[config.mk]
export PLATFORM = sky130hd
export DESIGN_NAME = saturnGlue
export DESIGN_NICKNAME = d
export VERILOG_FILES = /design/src/logic/saturnPkg.sv /design/src/logic/cpuBusIf.sv /design/src/logic/cpuBusSteer.sv /design/src/logic/peripheralDataMux.sv /design/src/logic/cdBridge.sv /design/src/logic/busMonitor.sv /design/src/logic/saturnGlue.sv
export SDC_FILE = /design/constraint.sdc
export NUM_CORES = 1
export LEC_CHECK = 0
export BUFFER_PORTS_ARGS = -buffer_cell sky130_fd_sc_hd__buf_4
export CORE_AREA = 2 2 197 199
export DETAILED_ROUTE_END_ITERATION = 6
export DIE_AREA = 0 0 199 201
export GPL_TIMING_DRIVEN = 0
export PLACE_DENSITY = 0.32
export RECOVER_POWER = 25
export SYNTH_ARGS = -nofsm -noshare
export SYNTH_HDL_FRONTEND = slang
export SYNTH_SLANG_ARGS = --single-unit
[constraint.sdc]
create_clock -name CLK -period 1.43 [get_ports CLK]
set_input_delay 0.0715 -clock CLK [delete_from_list [all_inputs] [get_ports CLK]]
set_output_delay 0.0715 -clock CLK [all_outputs]
set_load 0.1 [all_outputs]
[src/logic/saturnPkg.sv]
package saturnPkg;

	// CPU bus, byte addressed
	typedef logic [24:0] cpuAddrT;
	typedef logic [31:0] cpuDataT;

	// Byte lane strobes, active low
	typedef logic [3:0] dqmT;

	// A-bus, B-bus and CD side data
	typedef logic [15:0] periphDataT;

	// CD RAM word address
	typedef logic [17:0] cdRamAddrT;

	typedef logic [7:0] waitCountT;

	// Nothing selected on the A-bus reads as pulled-up lines
	localparam periphDataT aBusIdleData = 16'hFFFF;

	// B-bus reads back zero when no device answers
	localparam periphDataT bBusIdleData = 16'h0000;

endpackage

[src/logic/cpuBusIf.sv]
interface cpuBusIf;

	saturnPkg::cpuAddrT addr;
	logic               rdN;
	saturnPkg::dqmT     dqmN;
	logic               cs3N;  // High work RAM area

	modport source (
		output addr,
		output rdN,
		output dqmN,
		output cs3N
	);

	modport sink (
		input addr,
		input rdN,
		input dqmN,
		input cs3N
	);

endinterface

[src/logic/cpuBusSteer.sv]
module cpuBusSteer (
	input  saturnPkg::cpuAddrT cpuAddr,
	input  saturnPkg::cpuDataT cpuWrData,
	input  saturnPkg::dqmT     cpuDqmN,
	input  logic               cpuRdN,
	input  logic               cs3N,
	input  logic               dramCeN,
	input  logic               romCeN,
	input  logic               sramCeN,
	input  logic               smpcCeN,
	input  logic               scuWaitN,
	input  logic               memWaitN,
	input  saturnPkg::cpuDataT memDi,
	input  logic [7:0]         smpcData,
	input  saturnPkg::cpuDataT scuData,
	output saturnPkg::cpuDataT cpuRdData,
	output logic               mshWaitN,
	output logic               sshWaitN,
	output saturnPkg::cpuAddrT memA,
	output saturnPkg::cpuDataT memDo,
	output saturnPkg::dqmT     memDqmN,
	output logic               memRdN,
	output logic               romCsN,
	output logic               sramCsN,
	output logic               ramlCsN,
	output logic               ramhCsN,
	cpuBusIf.source            bus
);

	logic memIdle;  // No external memory area selected
	logic memReady;

	assign memIdle  = cs3N & dramCeN & romCeN & sramCeN;
	assign memReady = memWaitN | memIdle;

	// Both CPUs share the same wait path
	assign mshWaitN = scuWaitN & memReady;
	assign sshWaitN = scuWaitN & memReady;

	assign cpuRdData = !memIdle  ? memDi :
	                   !smpcCeN  ? {4{smpcData}} :  // Byte port on every lane
	                               scuData;

	assign memA    = cpuAddr;
	assign memDo   = cpuWrData;
	assign memDqmN = cpuDqmN;
	assign memRdN  = cpuRdN;
	assign romCsN  = romCeN;
	assign sramCsN = sramCeN;
	assign ramlCsN = dramCeN;  // Low work RAM
	assign ramhCsN = cs3N;     // High work RAM

	assign bus.addr = cpuAddr;
	assign bus.rdN  = cpuRdN;
	assign bus.dqmN = cpuDqmN;
	assign bus.cs3N = cs3N;

	// System manager decode never overlaps the memory areas
	always_comb begin
		assert final (smpcCeN || memIdle)
			else $error("smpcCeN low during a memory select");
	end

endmodule

[src/logic/peripheralDataMux.sv]
module peripheralDataMux (
	input  logic                  acs0N,
	input  logic                  acs1N,
	input  logic                  acs2N,
	input  saturnPkg::periphDataT cartData,
	input  saturnPkg::periphDataT cdData,
	input  logic                  cartWaitN,
	input  logic                  cdWaitN,
	input  logic                  bcs1N,
	input  logic                  bcs2N,
	input  logic                  bcssN,
	input  saturnPkg::periphDataT vdp1Data,
	input  saturnPkg::periphDataT vdp2Data,
	input  saturnPkg::periphDataT scspData,
	output saturnPkg::periphDataT aBusRdData,
	output logic                  aBusWaitN,
	output saturnPkg::periphDataT bBusRdData
);

	// Cartridge owns CS0 and CS1, CD block sits on CS2
	assign aBusRdData = (!acs0N || !acs1N) ? cartData :
	                    !acs2N             ? cdData :
	                                         saturnPkg::aBusIdleData;

	// Either side can stretch the A-bus cycle
	assign aBusWaitN = cartWaitN & cdWaitN;

	assign bBusRdData = !bcs1N ? vdp1Data :
	                    !bcs2N ? vdp2Data :
	                    !bcssN ? scspData :  // Sound
	                             saturnPkg::bBusIdleData;

	// SCU decodes one B-bus device at a time
	always_comb begin
		assert final ($onehot0({~bcs1N, ~bcs2N, ~bcssN}))
			else $error("more than one B-bus select low");
	end

endmodule

[src/logic/cdBridge.sv]
module cdBridge (
	input  logic                  CLK,
	input  logic                  RST_N,
	input  logic                  cdCe,
	input  logic [21:0]           shAddr,
	input  saturnPkg::periphDataT shWrData,
	input  logic                  shCs1N,
	input  logic                  shWrlN,
	input  logic                  shWrhN,
	input  logic                  shRdN,
	input  logic                  dack0N,
	input  logic                  dack1N,
	input  saturnPkg::periphDataT cdBlockData,
	input  saturnPkg::periphDataT cdRamQ,
	input  logic                  cdRamRdy,
	output logic                  shCeR,
	output logic                  shCeF,
	output saturnPkg::periphDataT shRdData,
	output logic                  shWaitN,
	output saturnPkg::cdRamAddrT  cdRamA,
	output saturnPkg::periphDataT cdRamD,
	output logic [1:0]            cdRamWe,
	output logic                  cdRamRd,
	output logic                  cdRamCs
);

	logic shPhase;

	// Sub-CPU runs at half the cdCe rate
	always_ff @(posedge CLK or negedge RST_N) begin
		if (!RST_N) begin
			shPhase <= 1'b0;
		end else if (cdCe) begin
			shPhase <= ~shPhase;
		end
	end

	assign shCeR = shPhase & cdCe;
	assign shCeF = ~shPhase & cdCe;

	assign cdRamA  = shAddr[18:1];  // Word address
	assign cdRamD  = (!dack0N || !dack1N) ? cdBlockData : shWrData;
	assign cdRamWe = ~{shWrhN, shWrlN};
	assign cdRamRd = ~shRdN;
	assign cdRamCs = ~shCs1N;
	assign shWaitN = cdRamRdy;

	assign shRdData = !shCs1N ? cdRamQ : cdBlockData;

	// Back-to-back cdCe pulses swap rise and fall strobes
	assert property (@(posedge CLK) disable iff (!RST_N)
		$past(RST_N) && $past(cdCe) && cdCe |-> (shCeR == $past(shCeF)))
		else $error("sub-CPU strobes did not alternate");

endmodule

[src/logic/busMonitor.sv]
module busMonitor #(
	parameter saturnPkg::cpuAddrT hookAddr = 25'h0012B0
) (
	input  logic                 CLK,
	input  logic                 RST_N,
	input  logic                 sysCeR,
	cpuBusIf.sink                bus,
	output saturnPkg::waitCountT waitCount,
	output logic                 hook
);

	logic busActive;
	logic hookHit;

	// Any read or byte strobe counts as bus activity
	assign busActive = !bus.rdN || (bus.dqmN != 4'hF);
	assign hookHit   = (bus.addr == hookAddr) && !bus.rdN && !bus.cs3N;

	always_ff @(posedge CLK or negedge RST_N) begin
		if (!RST_N) begin
			waitCount <= '0;
		end else if (sysCeR) begin
			if (busActive) begin
				waitCount <= '0;
			end else begin
				waitCount <= waitCount + 8'd1;  // Wraps past 255
			end
		end
	end

	// Sticky until reset
	always_ff @(posedge CLK or negedge RST_N) begin
		if (!RST_N) begin
			hook <= 1'b0;
		end else if (sysCeR && hookHit) begin
			hook <= 1'b1;
		end
	end

	// A hook read is bus activity, so the idle count restarts with it
	assert property (@(posedge CLK) disable iff (!RST_N) $rose(hook) |-> waitCount == '0)
		else $error("hook set without the idle counter clearing");

endmodule

[src/logic/saturnGlue.sv]
module saturnGlue #(
	parameter saturnPkg::cpuAddrT hookAddr = 25'h0012B0
) (
	input  logic                  CLK,
	input  logic                  RST_N,

	input  saturnPkg::cpuAddrT    cpuAddr,
	input  saturnPkg::cpuDataT    cpuWrData,
	input  saturnPkg::dqmT        cpuDqmN,
	input  logic                  cpuRdN,
	input  logic                  cs3N,
	input  logic                  dramCeN,
	input  logic                  romCeN,
	input  logic                  sramCeN,
	input  logic                  smpcCeN,
	input  logic                  scuWaitN,
	input  logic [7:0]            smpcData,
	input  saturnPkg::cpuDataT    scuData,

	input  saturnPkg::cpuDataT    memDi,
	input  logic                  memWaitN,
	output saturnPkg::cpuAddrT    memA,
	output saturnPkg::cpuDataT    memDo,
	output saturnPkg::dqmT        memDqmN,
	output logic                  memRdN,
	output logic                  romCsN,
	output logic                  sramCsN,
	output logic                  ramlCsN,
	output logic                  ramhCsN,

	output saturnPkg::cpuDataT    cpuRdData,
	output logic                  mshWaitN,
	output logic                  sshWaitN,

	input  logic                  acs0N,
	input  logic                  acs1N,
	input  logic                  acs2N,
	input  saturnPkg::periphDataT cartData,
	input  saturnPkg::periphDataT cdData,
	input  logic                  cartWaitN,
	input  logic                  cdWaitN,
	output saturnPkg::periphDataT aBusRdData,
	output logic                  aBusWaitN,

	input  logic                  bcs1N,
	input  logic                  bcs2N,
	input  logic                  bcssN,
	input  saturnPkg::periphDataT vdp1Data,
	input  saturnPkg::periphDataT vdp2Data,
	input  saturnPkg::periphDataT scspData,
	output saturnPkg::periphDataT bBusRdData,

	input  logic                  cdCe,
	input  logic [21:0]           shAddr,
	input  saturnPkg::periphDataT shWrData,
	input  logic                  shCs1N,
	input  logic                  shWrlN,
	input  logic                  shWrhN,
	input  logic                  shRdN,
	input  logic                  dack0N,
	input  logic                  dack1N,
	input  saturnPkg::periphDataT cdBlockData,
	input  saturnPkg::periphDataT cdRamQ,
	input  logic                  cdRamRdy,
	output logic                  shCeR,
	output logic                  shCeF,
	output saturnPkg::periphDataT shRdData,
	output logic                  shWaitN,
	output saturnPkg::cdRamAddrT  cdRamA,
	output saturnPkg::periphDataT cdRamD,
	output logic [1:0]            cdRamWe,
	output logic                  cdRamRd,
	output logic                  cdRamCs,

	input  logic                  sysCeR,
	output saturnPkg::waitCountT  waitCount,
	output logic                  hook
);

	cpuBusIf cpuBus ();  // Master CPU access, seen by the monitor

	cpuBusSteer cpuBusSteer_inst (
		.cpuAddr   (cpuAddr),
		.cpuWrData (cpuWrData),
		.cpuDqmN   (cpuDqmN),
		.cpuRdN    (cpuRdN),
		.cs3N      (cs3N),
		.dramCeN   (dramCeN),
		.romCeN    (romCeN),
		.sramCeN   (sramCeN),
		.smpcCeN   (smpcCeN),
		.scuWaitN  (scuWaitN),
		.memWaitN  (memWaitN),
		.memDi     (memDi),
		.smpcData  (smpcData),
		.scuData   (scuData),
		.cpuRdData (cpuRdData),
		.mshWaitN  (mshWaitN),
		.sshWaitN  (sshWaitN),
		.memA      (memA),
		.memDo     (memDo),
		.memDqmN   (memDqmN),
		.memRdN    (memRdN),
		.romCsN    (romCsN),
		.sramCsN   (sramCsN),
		.ramlCsN   (ramlCsN),
		.ramhCsN   (ramhCsN),
		.bus       (cpuBus.source)
	);

	peripheralDataMux peripheralDataMux_inst (
		.acs0N      (acs0N),
		.acs1N      (acs1N),
		.acs2N      (acs2N),
		.cartData   (cartData),
		.cdData     (cdData),
		.cartWaitN  (cartWaitN),
		.cdWaitN    (cdWaitN),
		.bcs1N      (bcs1N),
		.bcs2N      (bcs2N),
		.bcssN      (bcssN),
		.vdp1Data   (vdp1Data),
		.vdp2Data   (vdp2Data),
		.scspData   (scspData),
		.aBusRdData (aBusRdData),
		.aBusWaitN  (aBusWaitN),
		.bBusRdData (bBusRdData)
	);

	cdBridge cdBridge_inst (
		.CLK         (CLK),
		.RST_N       (RST_N),
		.cdCe        (cdCe),
		.shAddr      (shAddr),
		.shWrData    (shWrData),
		.shCs1N      (shCs1N),
		.shWrlN      (shWrlN),
		.shWrhN      (shWrhN),
		.shRdN       (shRdN),
		.dack0N      (dack0N),
		.dack1N      (dack1N),
		.cdBlockData (cdBlockData),
		.cdRamQ      (cdRamQ),
		.cdRamRdy    (cdRamRdy),
		.shCeR       (shCeR),
		.shCeF       (shCeF),
		.shRdData    (shRdData),
		.shWaitN     (shWaitN),
		.cdRamA      (cdRamA),
		.cdRamD      (cdRamD),
		.cdRamWe     (cdRamWe),
		.cdRamRd     (cdRamRd),
		.cdRamCs     (cdRamCs)
	);

	busMonitor #(
		.hookAddr (hookAddr)
	) busMonitor_inst (
		.CLK       (CLK),
		.RST_N     (RST_N),
		.sysCeR    (sysCeR),
		.bus       (cpuBus.sink),
		.waitCount (waitCount),
		.hook      (hook)
	);

endmodule

==> flow_summary.ini <==
[logic_synthesis]
ys_types = 35
syn-cell-area_sq_um = 2741
synth-seq-cells = 10
netlist_instances = 430
syn_nets = 741
postSynth.topFlopCell = dfrtp_1
synth_edf_count = 0
async_flop_share_pct = 100.0
yosysSeqAreaShare_pct = 9.128
syn_avg_cell_area_sq_um = 6.375
yosysWarnings = 0

[detailed_routing]
drcViolationCount = 0
vias = 4558
dr.pass1.iters = 4
routed_wl_um = 20880
via_per_inst = 3.244
postRouteAntennaNets = 0
drt-initial-drc-count = 110
wl_per_cell_um = 14.86

[layout]
fin_nets = 1199
layout.cells.non_filler = 1405
areaGrowthSynthToFinish_pct = 179.5
num-fill-cells = 4354
antenna_cells = 0
drive_above_1_share_pct = 71.48
final_area_sq_um = 7661

[grt]
grt_pass1_wl_um = 29190
antenna_found_initial = 0
grt_pass1_vias = 4616
grt_overflow = 0
grt_use_total_pct = 9.604
grt_max_degree = 11

[clock_tree]
clkSinkCount = 10
clockRootBuffer = clkbuf_16
path_clk_slew_ps = 40
clock_path_buffers = 2
clkLatencyLatePin_ps = 240
cts_tree = yes
cts_made_buffers = 3
htreeDepth = 1

[pwr]
power_leakage_nw = 3.535
p_total_mw = 5.638
vdd_ir_drop_max_mv = 0.6774
power_density_nw_per_um2 = 735.9

[worst_hold_path]
min_from = cdCe
hold_path_end = cdBridge_inst.shPhase
holdPathStages = 2
min_path_type = in2reg

[floorplan]
num_rows = 72
dieArea_sq_um = 40000
start_util_pct = 7.194
core_sq_um = 38110
io_pins = 509
chipWidth_um = 199
die_h_um = 201

[place]
dp_cells = 1399
gp_congestion = 0.7487
dp_hpwl_um = 18760
port_buffers = 451
placed_cell_area_sq_um = 7510

[critical_path]
crit_fanout = 10
rr_worst_depth = 4
start_kind = input pin
r2r_slack_ps = 120
cp-end-kind = output port
crit_type = in2out
regToRegStartpoint = busMonitor_inst.waitCount[1]
crit_required_ps = 1360
path_cells = buf_4, nand4_1, buf_4, clkbuf_4, o21ai_4, buf_6
slowest_stage = clkbuf_4
startpoint = cs3N
crit-reg2reg-capture = busMonitor_inst.waitCount[6]
crit_top_cell = buf_4
arrival_ps = 1300
critical-path-max-stage-delay_ps = 300

[sta]
max_clock_freq_mhz = 727.4
final-max-slew-violation-count = 0
worst_hold_slack_ps = 23.42
period_share_pct = 96.14
clock_skew_ps = 3.584
period_needed_ps = 1375
rsz0062_at_grt = true
finalSetupViolations = 0
tightestPinTransition_ps = 1222
setup_total_negative_slack_ps = 0
slew_headroom_pct = 18.91
finalHoldViolations = 0

[outcome]
status = finished clean

[run]
cap_violations = 0
sequential cells by signal, indices dropped and copies added (netlist names):
name,cells
busMonitor_inst.hook,1
busMonitor_inst.waitCount,8
cdBridge_inst.shPhase,1
how the worst max path moves through the flow:
stage	endpoint	cells past startpoint
floorplan	sshWaitN	4
global placement	cpuRdData[5]	7
detailed placement	cpuRdData[5]	7
CTS	cpuRdData[16]	7
global route	cpuRdData[16]	7
finish	cpuRdData[13]	6
critical path, delay by kind of cell:
kind	cells	cell delay, ps
buffers and inverters	4	880
AO/OA/AOI/OAI	1	230
AND/OR/NAND/NOR	1	100
Yosys cell counts (2+ instances only):
cell type  instances  share of area, %
and2_1             3              0.68
o22ai_1            2              0.46
nor2_1            49               6.7
nor4b_1            2              0.64
nor2b_1           24               5.5
nor4_1             3              0.68
buf_4             86                24
nand4_1            4              0.91
dfrtp_1           10               9.1
nor4bb_1           2              0.73
mux2_2            32                13
a31oi_1            3              0.68
buf_1              2              0.27
a21oi_1           81                15
inv_1              9               1.2
nand2b_1           2              0.46
buf_2              7               1.3
nand3_1            4              0.73
o21ai_0           34               6.2
nand2_1           38               5.2
xor2_1             2              0.64
or3_1              2              0.46
clkbuf_1          17               2.3
cell type report:
type                    instances  area (sq um)  area share (%)
flip-flops and latches         10         274.0           3.577
well taps                     518         648.1           8.460
inverters                      10         37.54          0.4900
multi-input cells             298          2420           31.59
clock buffers                   4         78.83           1.029
repair buffers                453          3385           44.18
plain buffers                 112         818.3           10.68
layer usage:
layer | vias to the layer above | GRT usage (%) | part of all wire [%]
met5 | - | 0 | 0
met4 | 0 | 1.173 | 0.94
met3 | 12 | 1.008 | 4.9
met2 | 179 | 17.99 | 53
met1 | 2068 | 11.99 | 41
li1 | 2299 | - | -
report_power, final:
part,total [mW],internal [mW],switching [mW],leakage [nW]
sequential,0.317,0.300,0.0171,0.124
clock,0.502,0.373,0.129,0.0382
combinational,4.82,1.34,3.48,3.37
layout by cell type, fill, tap and decap left out, types with 2 or more instances in the layout:
master     synthesis  routed
a21oi_1           81      50
a21oi_2            0       5
a21oi_4            0      26
a31oi_1            3       2
and2_1             3       3
buf_2              7       3
buf_4             86     464
buf_6              0      38
clkbuf_1          17      48
clkbuf_16          0       3
clkbuf_2           0       5
clkbuf_4           0       5
clkbuf_8           0       2
dfrtp_1           10       3
dfrtp_4            0       6
inv_1              9       9
mux2_2            32      32
nand2_1           38      37
nand2b_1           2       2
nand3_1            4       4
nand4_1            4       4
nor2_1            49      49
nor2b_1           24      19
nor2b_2            0       5
nor4_1             3       2
nor4b_1            2       2
nor4bb_1           2       2
o21ai_0           34       2
o21ai_4            0      31
o22ai_1            2       2
or3_1              2       2
xor2_1             2       2
cell families (layout without fill, tap and decap cells):
group | count (synthesis) | count (layout) | synth area share, %
buf+inv | 122 | 579 | 28.80
simple gates | 137 | 137 | 23.83
compound gates | 125 | 125 | 23.64
xor+xnor | 2 | 2 | 0.6391
flops | 10 | 10 | 9.128
mux | 33 | 33 | 13.51
fa+ha+maj | 1 | 1 | 0.4563
per-stage QoR:
step,setup WS (ps),util (%)
floorplan,-407.5,-
global placement,-534.4,19.71
detailed placement,-485.3,19.71
CTS,-1.882,20.36
global route,-1.435,20.10
finish,55.17,20.10
repair_timing:
item,4_1_cts,5_1_grt
hold buffers,1,0
cloned,0,0
pin swaps,0,1
buffers inserted,0,1
endpoints found under the hold margin,10,0
resized for setup,50,22
setup endpoints to repair,68,49
(Power assumes the default switching activity.)
